===== src/logic/link_pkg.sv =====
package link_pkg;

  // width of one serial word on the link
  // the message words at the top level default to the same width
  localparam int word_width_c = 16;

  // default number of words in one message, header included
  localparam int max_words_c = 8;

  // field widths of the header word, which add up to one serial word
  localparam int opcode_width_c = 2;
  localparam int count_width_c  = 6;
  localparam int tag_width_c    = 8;

  // message kinds carried in the top bits of word 0
  // the opcode alone fixes the length, except for op_write
  typedef enum logic [opcode_width_c-1:0] {
    // header only, no payload words follow
    op_nop   = 2'd0,
    // header plus one address word
    op_read  = 2'd1,
    // header plus as many payload words as the count field says
    op_write = 2'd2,
    // header plus two words
    op_ping  = 2'd3
  } opcode_e;

  // layout of word 0 of every message, MSB first
  typedef struct packed {
    opcode_e                  opcode;
    // payload count, only looked at for op_write
    logic [count_width_c-1:0] count;
    // free data that rides along untouched
    logic [tag_width_c-1:0]   tag;
  } header_s;

  // one beat on the serial channel
  typedef struct packed {
    logic [word_width_c-1:0] data;
    // marks word 0 of a message
    logic                    first;
  } flit_s;

endpackage


===== src/logic/msg_len_decode.sv =====
`timescale 1ns/1ns

module msg_len_decode
  #(parameter int max_els_p = 8
  ,localparam int lg_max_els_lp = $clog2(max_els_p)
  )
  (input  link_pkg::header_s        hdr_i
  ,output logic [lg_max_els_lp-1:0] last_idx_o
  );

  // highest index that still falls inside the message buffer
  localparam int max_idx_lp = max_els_p - 1;

  // last index as the opcode asks for it, before any clamping
  // it is as wide as the count field, since op_write can ask for up to 63
  logic [link_pkg::count_width_c-1:0] raw_idx;

  // every opcode but op_write has a fixed length
  // the last index is the number of words after the header
  always_comb
  begin
    raw_idx = '0;
    case (hdr_i.opcode)
      link_pkg::op_nop:
        raw_idx = '0;
      link_pkg::op_read:
        raw_idx = link_pkg::count_width_c'(1);
      link_pkg::op_ping:
        raw_idx = link_pkg::count_width_c'(2);
      link_pkg::op_write:
        raw_idx = hdr_i.count;
    endcase
  end

  // a write that asks for more words than the buffer holds is cut to a full buffer
  // so neither side of the link can index past its last element
  // the clamp also covers op_ping when the buffer has only two words
  // both ends run this same rule, so they always agree on the length
  assign last_idx_o = (int'(raw_idx) > max_idx_lp) ? lg_max_els_lp'(max_idx_lp)
                                                   : lg_max_els_lp'(raw_idx);

endmodule


===== src/logic/msg_link_top.sv =====
`timescale 1ns/1ns

module msg_link_top
  #(parameter int width_p = link_pkg::word_width_c
  ,parameter int max_els_p = link_pkg::max_words_c
  ,localparam int lg_max_els_lp = $clog2(max_els_p)
  ,localparam int lg_nwords_lp = $clog2(max_els_p + 1)
  )
  (input                                      clk_i
  ,input                                      reset_i

  // sender channel, a whole message per handshake
  ,input                                      v_i
  ,input        [max_els_p-1:0][width_p-1:0]  msg_i
  ,output logic                               ready_o

  // rebuilt message with its word count
  ,output logic                               v_o
  ,output logic [max_els_p-1:0][width_p-1:0]  msg_o
  ,output logic [lg_nwords_lp-1:0]            nwords_o
  ,input                                      ready_i
  );

  // serial channel between the two ends
  link_pkg::flit_s          ser_flit;
  logic                     ser_v;
  logic                     ser_ready;

  // each end works out the message length on its own
  logic [lg_max_els_lp-1:0] tx_last_idx;
  logic [lg_max_els_lp-1:0] rx_last_idx;

  // the serializer puts word 0 on the channel while its count is zero,
  // so this decode never looks at v_i
  msg_len_decode #(.max_els_p(max_els_p)) tx_len
    (.hdr_i     (link_pkg::header_s'(ser_flit.data))
    ,.last_idx_o(tx_last_idx)
    );

  piso_passthrough_dynamic #(.width_p(width_p), .max_els_p(max_els_p)) piso
    (.clk_i      (clk_i)
    ,.reset_i    (reset_i)
    ,.v_i        (v_i)
    ,.data_i     (msg_i)
    ,.ready_and_o(ready_o)
    ,.v_o        (ser_v)
    ,.flit_o     (ser_flit)
    ,.len_i      (tx_last_idx)
    ,.ready_and_i(ser_ready)
    );

  // the far end reads the header as it comes off the channel
  msg_len_decode #(.max_els_p(max_els_p)) rx_len
    (.hdr_i     (link_pkg::header_s'(ser_flit.data))
    ,.last_idx_o(rx_last_idx)
    );

  sipo_assembler #(.width_p(width_p), .max_els_p(max_els_p)) sipo
    (.clk_i      (clk_i)
    ,.reset_i    (reset_i)
    ,.v_i        (ser_v)
    ,.flit_i     (ser_flit)
    ,.last_idx_i (rx_last_idx)
    ,.ready_and_o(ser_ready)
    ,.v_o        (v_o)
    ,.msg_o      (msg_o)
    ,.nwords_o   (nwords_o)
    ,.ready_and_i(ready_i)
    );

endmodule


===== src/logic/piso_passthrough_dynamic.sv =====
`timescale 1ns/1ns

// Parallel in, serial out without any storage of the message itself.
// the sender holds the whole message on data_i while the words go out one
// per accepted beat, and only the final beat hands back ready_and_o
// the length of the message is given on the serial side through len_i,
// which is valid together with the first word
module piso_passthrough_dynamic
  #(parameter int width_p = 16
  ,parameter int max_els_p = 8
  ,localparam int lg_max_els_lp = $clog2(max_els_p)
  )
  (input                                      clk_i
  ,input                                      reset_i

  // parallel side, held steady by the sender until ready_and_o
  ,input                                      v_i
  ,input        [max_els_p-1:0][width_p-1:0]  data_i
  ,output logic                               ready_and_o

  // serial side
  ,output logic                               v_o
  ,output link_pkg::flit_s                    flit_o
  ,input        [lg_max_els_lp-1:0]           len_i
  ,input                                      ready_and_i
  );

  // index of the word that is on the serial side right now
  logic [lg_max_els_lp-1:0] count_r;

  // last index of the message in flight, taken from len_i on word 0
  logic [lg_max_els_lp-1:0] len_r;

  // decoded counter states
  logic is_zero_cnt;
  logic is_last_cnt;
  logic is_zero_len;

  // counter and length register controls
  logic len_en;
  logic cnt_up;
  logic cnt_clear;

  // a beat moves whenever the far side is ready and we offer a word
  logic beat;

  // the serial valid is a pure pass of the sender's valid
  // nothing is ever buffered here, so there is nothing else to offer
  assign v_o  = v_i;
  assign beat = v_o & ready_and_i;

  assign is_zero_cnt = (count_r == '0);

  // only a later word can be the last one through len_r
  // a zero length message is handled on word 0 through len_i instead
  assign is_last_cnt = ~is_zero_cnt & (count_r == len_r);

  // header only message, finished in a single beat
  // this looks at len_i only on word 0, where it is valid
  assign is_zero_len = is_zero_cnt & (len_i == '0);

  // ready_and_o only comes back on a beat that is really taken
  // the sender sees it in the same cycle its final word is taken
  assign ready_and_o = beat & (is_last_cnt | is_zero_len);

  // the length is caught on the first accepted beat
  assign len_en = beat & is_zero_cnt;

  // a finished message brings the counter back to word 0
  assign cnt_clear = ready_and_o;

  // otherwise every accepted beat moves on to the next word
  assign cnt_up = beat & ~cnt_clear;

  always_ff @(posedge clk_i)
  begin
    if (reset_i)
    begin
      count_r <= '0;
    end
    else if (cnt_clear)
    begin
      count_r <= '0;
    end
    else if (cnt_up)
    begin
      count_r <= count_r + lg_max_els_lp'(1);
    end
  end

  always_ff @(posedge clk_i)
  begin
    if (reset_i)
    begin
      len_r <= '0;
    end
    else if (len_en)
    begin
      len_r <= len_i;
    end
  end

  // the counter picks the word straight out of the held message
  // first marks word 0, which carries the header
  // the counter never runs past len_r, and len_i is already clamped
  // to the buffer, so the select always stays in range
  assign flit_o = '{data: data_i[count_r], first: is_zero_cnt};

endmodule


===== src/logic/sipo_assembler.sv =====
`timescale 1ns/1ns

// Serial in, parallel out.
// serial words are written into a message register as they arrive; once
// the last one is in, the whole message is shown on msg_o with its word
// count and held until the consumer takes it
module sipo_assembler
  #(parameter int width_p = 16
  ,parameter int max_els_p = 8
  ,localparam int lg_max_els_lp = $clog2(max_els_p)
  ,localparam int lg_nwords_lp = $clog2(max_els_p + 1)
  )
  (input                                      clk_i
  ,input                                      reset_i

  // serial side
  ,input                                      v_i
  ,input  link_pkg::flit_s                    flit_i
  ,input        [lg_max_els_lp-1:0]           last_idx_i
  ,output logic                               ready_and_o

  // message side
  ,output logic                               v_o
  ,output logic [max_els_p-1:0][width_p-1:0]  msg_o
  ,output logic [lg_nwords_lp-1:0]            nwords_o
  ,input                                      ready_and_i
  );

  // collect while words come in, hold while a full message waits
  typedef enum logic {
    collect_s,
    hold_s
  } state_e;

  state_e state_r;

  // index of the next word to be written
  logic [lg_max_els_lp-1:0] count_r;

  // last index of the current message, caught from the header
  logic [lg_max_els_lp-1:0] last_r;

  // the message being built, then presented
  logic [max_els_p-1:0][width_p-1:0] msg_r;

  // a serial word is taken this cycle
  logic accept;

  // the held message is taken by the consumer this cycle
  logic taken;

  // index that the word being taken lands on
  logic [lg_max_els_lp-1:0] word_idx;

  // last index that applies to the word being taken
  logic [lg_max_els_lp-1:0] end_idx;

  // the word being taken closes its message
  logic done;

  assign v_o   = (state_r == hold_s);
  assign taken = v_o & ready_and_i;

  // no words come in while a message is held, which stalls the serializer
  // the cycle the consumer takes it, a new header may already come in
  assign ready_and_o = (state_r == collect_s) | taken;
  assign accept      = v_i & ready_and_o;

  // a header always lands on word 0 whatever the counter says,
  // and its length comes straight from the decoder in that same cycle
  assign word_idx = flit_i.first ? '0 : count_r;
  assign end_idx  = flit_i.first ? last_idx_i : last_r;
  assign done     = accept & (word_idx == end_idx);

  always_ff @(posedge clk_i)
  begin
    if (reset_i)
    begin
      state_r <= collect_s;
      count_r <= '0;
      last_r  <= '0;
    end
    else
    begin
      if (accept & flit_i.first)
      begin
        last_r <= last_idx_i;
      end

      // a closing word ends up in hold, even right after a hand off
      if (done)
      begin
        state_r <= hold_s;
        count_r <= '0;
      end
      else
      begin
        if (taken)
        begin
          state_r <= collect_s;
        end
        if (accept)
        begin
          count_r <= word_idx + lg_max_els_lp'(1);
        end
      end
    end
  end

  // the header wipes the old message so unused words read as zero
  always_ff @(posedge clk_i)
  begin
    if (accept)
    begin
      if (flit_i.first)
      begin
        msg_r    <= '0;
        msg_r[0] <= flit_i.data;
      end
      else
      begin
        msg_r[count_r] <= flit_i.data;
      end
    end
  end

  assign msg_o = msg_r;

  // the last index counts from zero, so one more gives the word count
  assign nwords_o = lg_nwords_lp'(last_r) + lg_nwords_lp'(1);

endmodule


===== config.mk =====
export PLATFORM = sky130hd
export DESIGN_NAME = msg_link_top
export DESIGN_NICKNAME = d
export VERILOG_FILES = /design/src/logic/link_pkg.sv /design/src/logic/msg_len_decode.sv /design/src/logic/msg_link_top.sv /design/src/logic/piso_passthrough_dynamic.sv /design/src/logic/sipo_assembler.sv
export SDC_FILE = /design/constraint.sdc
export NUM_CORES = 1
export LEC_CHECK = 0
export ABC_CLOCK_PERIOD_IN_PS = 3000
export BUFFER_PORTS_ARGS = -buffer_cell sky130_fd_sc_hd__buf_2
export CAP_MARGIN = 15
export CORE_MARGIN = 8
export CORE_UTILIZATION = 40
export DETAILED_ROUTE_END_ITERATION = 8
export GPL_TIMING_DRIVEN = 0
export PLACE_DENSITY = 0.71
export SETUP_SLACK_MARGIN = 0.3
export SLEW_MARGIN = 20
export SYNTH_ARGS = -nofsm -noshare
export SYNTH_HDL_FRONTEND = slang
export SYNTH_SLANG_ARGS = --single-unit

===== constraint.sdc =====
create_clock -name clk_i -period 3 [get_ports clk_i]
set_clock_uncertainty 0.05 [all_clocks]
set_input_delay 0.3 -clock clk_i [delete_from_list [all_inputs] [get_ports clk_i]]
set_output_delay 0.3 -clock clk_i [all_outputs]
set_load 0.1 [all_outputs]

==> flow_summary.ini, run 1 <==
[yosys]
synth-edff-count = 128
synth.net_count = 706
synthesis.area_mm2 = 0.00714
postSynthAreaPerCell_um2 = 12.5
yosysSeqAreaShare = 0.566
synth_cells = 570
synth_cell_types = 47
synthArstFlopShare = 0
ys_ff_latch = 138
ys.flop_type = edfxtp_1
ys_warn_count = 0

[final_layout]
stdcell_count = 1126
design_area_mm2 = 0.00991
final_util = 0.559
antenna_cells = 0
fill_cells = 1476
area_growth_pct = 38.7
multiInputGateArea_mm2 = 0.00296
regArea_mm2 = 0.00405
layout-drive-gt1-share = 0.456
layout_common_cells = buf_2, nor2_1, edfxtp_1, a211oi_1, clkbuf_1
fin_nets = 1020
final_common_cell = buf_2

[setup_path]
critPathTopFamily = buffers and inverters
r2r_slack_ns = 0.27
cpMaxStageDelayCell = or3_4
path_max_fanout = 4
critPathCapture = ready_o
required_ns = 2.65
worstRegToRegCells = 9
r2r_end = sipo.last_r[1]
startpoint_type = flop
crit_top_cell = buf_12
end_kind = output port
cp.depth = 12
crit_arrival_ns = 2.57
reg2reg_from = piso.count_r[0]
critPathMaxStageDelay_ns = 0.36
path_cells = buf_6 > buf_12 > buf_12 > buf_12 > inv_6 > ha_4 > or3_4 > a211oi_2 > a31o_1 > o21bai_4 > and2_4 > buf_12
crit_type = reg2out
worstSetupStartpoint = piso.count_r[0]
worst-path-buf-inv = 6

[power_and_ir_drop]
power.density_mw_per_mm2 = 913
ir_drop_mv = 0.566
p_leak_nw = 3.86

[sta]
slew_violations = 0
tightest_slew_ns = 1.12
fin_tns_setup_ns = 0
rsz0062_at_grt = yes
slew_headroom = 0.251
period_minus_slack_ns = 2.92
finalCritPeriodShare = 0.973
setup_slack_ns = 0.0818
hold_violations = 0
timing.fmax_mhz = 343
setup_viol = 0

[floorplan]
initial_utilization = 0.403
dieArea_mm2 = 0.0224
core_mm2 = 0.0177
die_w_um = 150
dieHeight_um = 150
io_pins = 266
core.rowCount = 49

[run]
drv_cap = 0

[place]
dpl-instance-area_mm2 = 0.00881
post-place-ws_ns = -0.326
finalWeightedCongestion = 0.799
portBuffers = 265
post-dp-hpwl_um = 17700
placed_cells = 1064

[clock_network]
insertion_delay_ns = 0.42
clockBufferDepth = 2
cts_root_buffer = clkbuf_16
path_clk_slew_ns = 0.06
cts_tree = built
clock-sinks = 138
htree_num_levels = 4
cts_hold_buf = 0
cts_made_buffers = 17

[global_routing]
grt_start_max_net_pins = 120
grt_overflow = 0
grt_pass1_wl_um = 38000
grt_pass1_vias = 6641
grt_use_total = 0.226
antenna_found_initial = 0

[drt]
drt_iter0_markers = 525
viasPerCell = 5.57
wl_per_cell_um = 22.5
postRouteAntennaNets = 0
routed_wl_um = 25400
vias = 6274
drt_pass1_iterations = 5
drc = 0

[status]
outcome = complete, no violations

[min_path]
hold_class = in2reg
[synth_stat cells (all sizes together), types with 3 or more instances]
library cell	instances	area, µm²
nand2b	3	18.8
and2	3	18.8
buf	15	95.1
and3	3	18.8
nor2b	3	18.8
xor2	3	26.3
mux2i	16	224
dfxtp	10	200
o21ai	4	20.0
edfxtp	128	3840
a211oi	116	871
xnor2	3	26.3
nor2	135	507
nor3b	3	22.5
a21oi	3	18.8
nand2	9	33.8
inv	4	15.0
clkbuf	45	169
mux4	32	721
or3	3	18.8
nand4	4	31.3
ha	4	50.1
[cells by family (layout without fill, tap and decap cells)]
family / after synthesis / after routing / synth area share
compound gates: 135 / 135 / 0.143
xor+xnor: 6 / 6 / 0.00736
fa+ha+maj: 4 / 4 / 0.00701
buf+inv: 64 / 391 / 0.0391
flops: 138 / 138 / 0.566
mux: 48 / 48 / 0.132
simple gates: 175 / 175 / 0.105
[report_power, final]
| part | internal (mW) | switching (mW) | total (mW) |
|---|---|---|---|
| clock network | 1.22 | 0.850 | 2.08 |
| registers | 2.51 | 0.170 | 2.68 |
| logic | 1.03 | 3.26 | 4.29 |
[layer usage]
layer	wire, µm	track usage	share of wire	up-vias
met3	2310	0.0683	0.091	44
met4	631	0.0904	0.025	0
met1	9790	0.267	0.39	3055
met5	0	0	0	-
met2	12600	0.378	0.50	330
li1	-	-	-	2845
[worst min-delay path, stage by stage]
cell,delay (ns)
buf_2,0.08
nand2b_1,0.12
o2bb2ai_1,0.08
[sequential cells by signal, summed over array words and instances, names as in the netlist]
signal,flops
sipo.msg_o,128
piso.count_r,3
sipo.count_r,3
sipo.last_r,3
sipo.v_o,1
[through the flow]
stage	total power [mW]	hold WS, ns
2_1_floorplan	5.81	0.420
3_3_place_gp	6.62	0.462
3_5_place_dp	6.66	0.464
4_1_cts	8.96	0.125
5_1_grt	9.34	0.156
6_report	9.04	0.146
[repair_timing]
item	CTS	global route
pin swaps	6	1
endpoints found under the setup margin	147	108
resized for setup	39	15
gates cloned	1	0
endpoints found under the hold margin	0	0
buffers inserted	22	7
[layout make-up]
cell class	instances	share of cell area
flip-flops and latches	138	0.408
multi-input cells	368	0.299
repair buffers	295	0.168
clock buffers	18	0.0433
plain buffers	60	0.0351
well taps	229	0.0289
clock inverters	14	0.0148
inverters	4	0.00253
[worst min path at each step]
stage / from / to / depth (start not counted) / slack (ns)
2_1_floorplan: reset_i / piso.count_r[0] / 2 / 0.42
6_report: ready_i / sipo.v_o / 3 / 0.15
5_1_grt: ready_i / sipo.v_o / 3 / 0.16
4_1_cts: ready_i / sipo.v_o / 3 / 0.12
3_5_place_dp: sipo.v_o / sipo.v_o / 2 / 0.46
3_3_place_gp: sipo.v_o / sipo.v_o / 2 / 0.46
Note: power is estimated with default switching activity, not from simulation.
==> run 2, diff against run 1 <==
--- a/config.mk
+++ b/config.mk
@@ -10,11 +10,13 @@
 export CAP_MARGIN = 15
 export CORE_MARGIN = 8
 export CORE_UTILIZATION = 40
+export CTS_CLUSTER_DIAMETER = 200
 export DETAILED_ROUTE_END_ITERATION = 8
 export GPL_TIMING_DRIVEN = 0
-export PLACE_DENSITY = 0.71
+export PLACE_DENSITY = 0.7
 export SETUP_SLACK_MARGIN = 0.3
 export SLEW_MARGIN = 20
 export SYNTH_ARGS = -nofsm -noshare
 export SYNTH_HDL_FRONTEND = slang
+export SYNTH_HIERARCHICAL = 1
 export SYNTH_SLANG_ARGS = --single-unit
==> flow_summary.ini, run 2 <==
[yosys]
synth-edff-count = 128
yosysMostFrequentCell = nand2_1
ys.flop_type = edfxtp_1
ys_top_cells_by_count = nand2_1, edfxtp_1, a21oi_1
postSynthAreaPerCell_um2 = 10.7
synth_cells = 711
synth_top_area_cell = edfxtp_1
synth_cell_types = 48
yosysSeqAreaShare = 0.539
synthArstFlopShare = 0
synth.net_count = 847
synth_top_area_frac = 0.505
ys_ff_latch = 141
ys_top_cells_by_area = edfxtp_1, nand2_1, mux4_2, a21oi_1, dfxtp_1
synthesis.area_mm2 = 0.00761
ys_warn_count = 6

[final_layout]
fin_nets = 1143
final_util = 0.541
area_growth_pct = 32.8
final_common_cell = buf_2
antenna_cells = 0
fill_cells = 1673
layout-drive-gt1-share = 0.405
largest_reg_flops = 128
layout_common_cells = buf_2, nand2_1, edfxtp_1, a21oi_1, clkbuf_1

[power_and_ir_drop]
p_leak_nw = 4.28
finalPower_mw = 9.67
seqPwrFrac = 0.289
power.density_mw_per_mm2 = 956
swShare = 0.482
ir_drop_mv = 0.443
p_int_mw = 5.01
combPwrFrac = 0.495
pwr-share-clk = 0.217
switching_power_mw = 4.66

[floorplan]
dieHeight_um = 154
core_mm2 = 0.0187
core.rowCount = 50
io_pins = 266
die_w_um = 154
dieArea_mm2 = 0.0237
initial_utilization = 0.407

[sta]
finalCritPeriodShare = 1.29
period_minus_slack_ns = 3.86
timing.fmax_mhz = 259
hold_violations = 0
slew_headroom = 0.293
setup_viol = 4
tightest_slew_ns = 1.06
setup_slack_ns = -0.856
rsz0062_at_grt = yes
slew_violations = 0
finalHoldWorstSlack_ns = 0.139
fin_tns_setup_ns = -1.30

[clock_network]
insertion_delay_ns = 0.41
cts_tree = built
cts_root_buffer = clkbuf_16
path_clk_slew_ns = 0.06
htree_num_levels = 4
cts_hold_buf = 0
cts_made_buffers = 17
clock-sinks = 141
clockBufferDepth = 2

[global_routing]
antenna_found_initial = 3
grt_pass1_vias = 6830
grt_pass1_wl_um = 39300
grt_start_max_net_pins = 121
grt_overflow = 0
grt_use_total = 0.217

[run]
drv_cap = 0

[status]
violations = negative setup slack
outcome = complete, but fails checks

[setup_path]
r2r_end = piso/count_r[0]
crit_arrival_ns = 3.51
end_kind = output port
worstSetupStartpoint = piso/count_r[0]
critPathCapture = ready_o
crit_type = reg2out
worstRegToRegCells = 11
startpoint_type = flop
r2r_slack_ns = -0.21
reg2reg_from = piso/count_r[0]
required_ns = 2.65
path_max_fanout = 7

[drt]
viasPerCell = 5.35
drc = 0
vias = 6709
wl_per_cell_um = 20.8
drt_pass1_iterations = 7
postRouteAntennaNets = 0
drt_iter0_markers = 472
routed_wl_um = 26100

[place]
finalWeightedCongestion = 0.793
post-dp-hpwl_um = 19000
portBuffers = 265

[min_path]
hold_depth = 2
hold_class = in2reg
==> run 2: cell types whose count changed after synthesis, sizes merged, moves of 4 or more <==
cell,delta
nor2,-122
a21oi,+114
mux2i,-9
nor2b,+18
o31a,+4
a211oi,-114
nand3,+5
buf,+10
nand2,+221
mux2,+16
==> run 2: worst min-delay path by stage <==
stage                  start              end
6_report             reset_i  piso/count_r[0]
5_1_grt              reset_i  piso/count_r[0]
4_1_cts              reset_i  piso/count_r[0]
3_5_place_dp   piso/len_r[1]    piso/len_r[1]
3_3_place_gp   piso/len_r[1]    piso/len_r[1]
2_1_floorplan        reset_i  piso/count_r[0]
==> run 2: timing repair <==
item                                    in CTS  in global routing
buffers inserted                            10                  2
pin swaps                                    7                  4
endpoints found under the setup margin     132                122
gates resized for setup                     26                 27
==> run 2: area by class of cell <==
class,instances,area (µm²),share of cell area
Buffer,67,417,0.0412
Clock buffer,20,437,0.0432
Clock inverter,12,145,0.0143
Inverter,6,22.5,0.00223
Multi-Input combinational cell,497,3250,0.322
Sequential cell,141,4110,0.406
Tap cell,234,293,0.0289
Timing Repair Buffer,277,1440,0.143
==> run 2: cells by family after synthesis <==
logic type | share of synthesized area
compound gates | 0.0938
fa+ha+maj | 0.00657
simple gates | 0.174
xor+xnor | 0.00887
mux | 0.130
flops | 0.539
buf+inv | 0.0480
==> run 2: metal layers <==
metal / track usage / vias to the layer above / part of all wire
li1: - / 3116 / -
met1: 0.246 / 3218 / 0.39
met2: 0.374 / 330 / 0.50
met3: 0.0681 / 43 / 0.087
met4: 0.0831 / 2 / 0.028
met5: 0 / - / 0.00050
==> run 2: metrics by stage <==
step           instance area [µm²]  setup slack, ns  cells
4_1_cts                      10100           -0.866   1252
2_1_floorplan                 7680           -0.596    711
3_5_place_dp                  9300           -0.825   1210
5_1_grt                      10100           -0.941   1254
3_3_place_gp                  9300           -0.783   1210
6_report                     10100           -0.856   1254
==> run 2: power groups by stage <==
stage / sequential, mW / combinational (mW) / clock [mW]
after floorplan: 4.95 / 1.49 / 0
after global placement: 2.82 / 4.52 / 0
after detailed placement: 2.83 / 4.58 / 0
after CTS: 2.79 / 4.72 / 2.13
after global routing: 2.84 / 4.99 / 2.21
final: 2.79 / 4.78 / 2.10
==> run 2: worst max-delay path, stage by stage (launching register included) <==
cell	delay, ns
dfxtp_2	0.34
buf_8	0.14
buf_12	0.12
mux4_2	0.50
mux2_4	0.28
or3_4	0.40
o31a_1	0.27
or4b_4	0.54
o32ai_4	0.13
nor2_2	0.08
nor2_4	0.11
buf_12	0.18
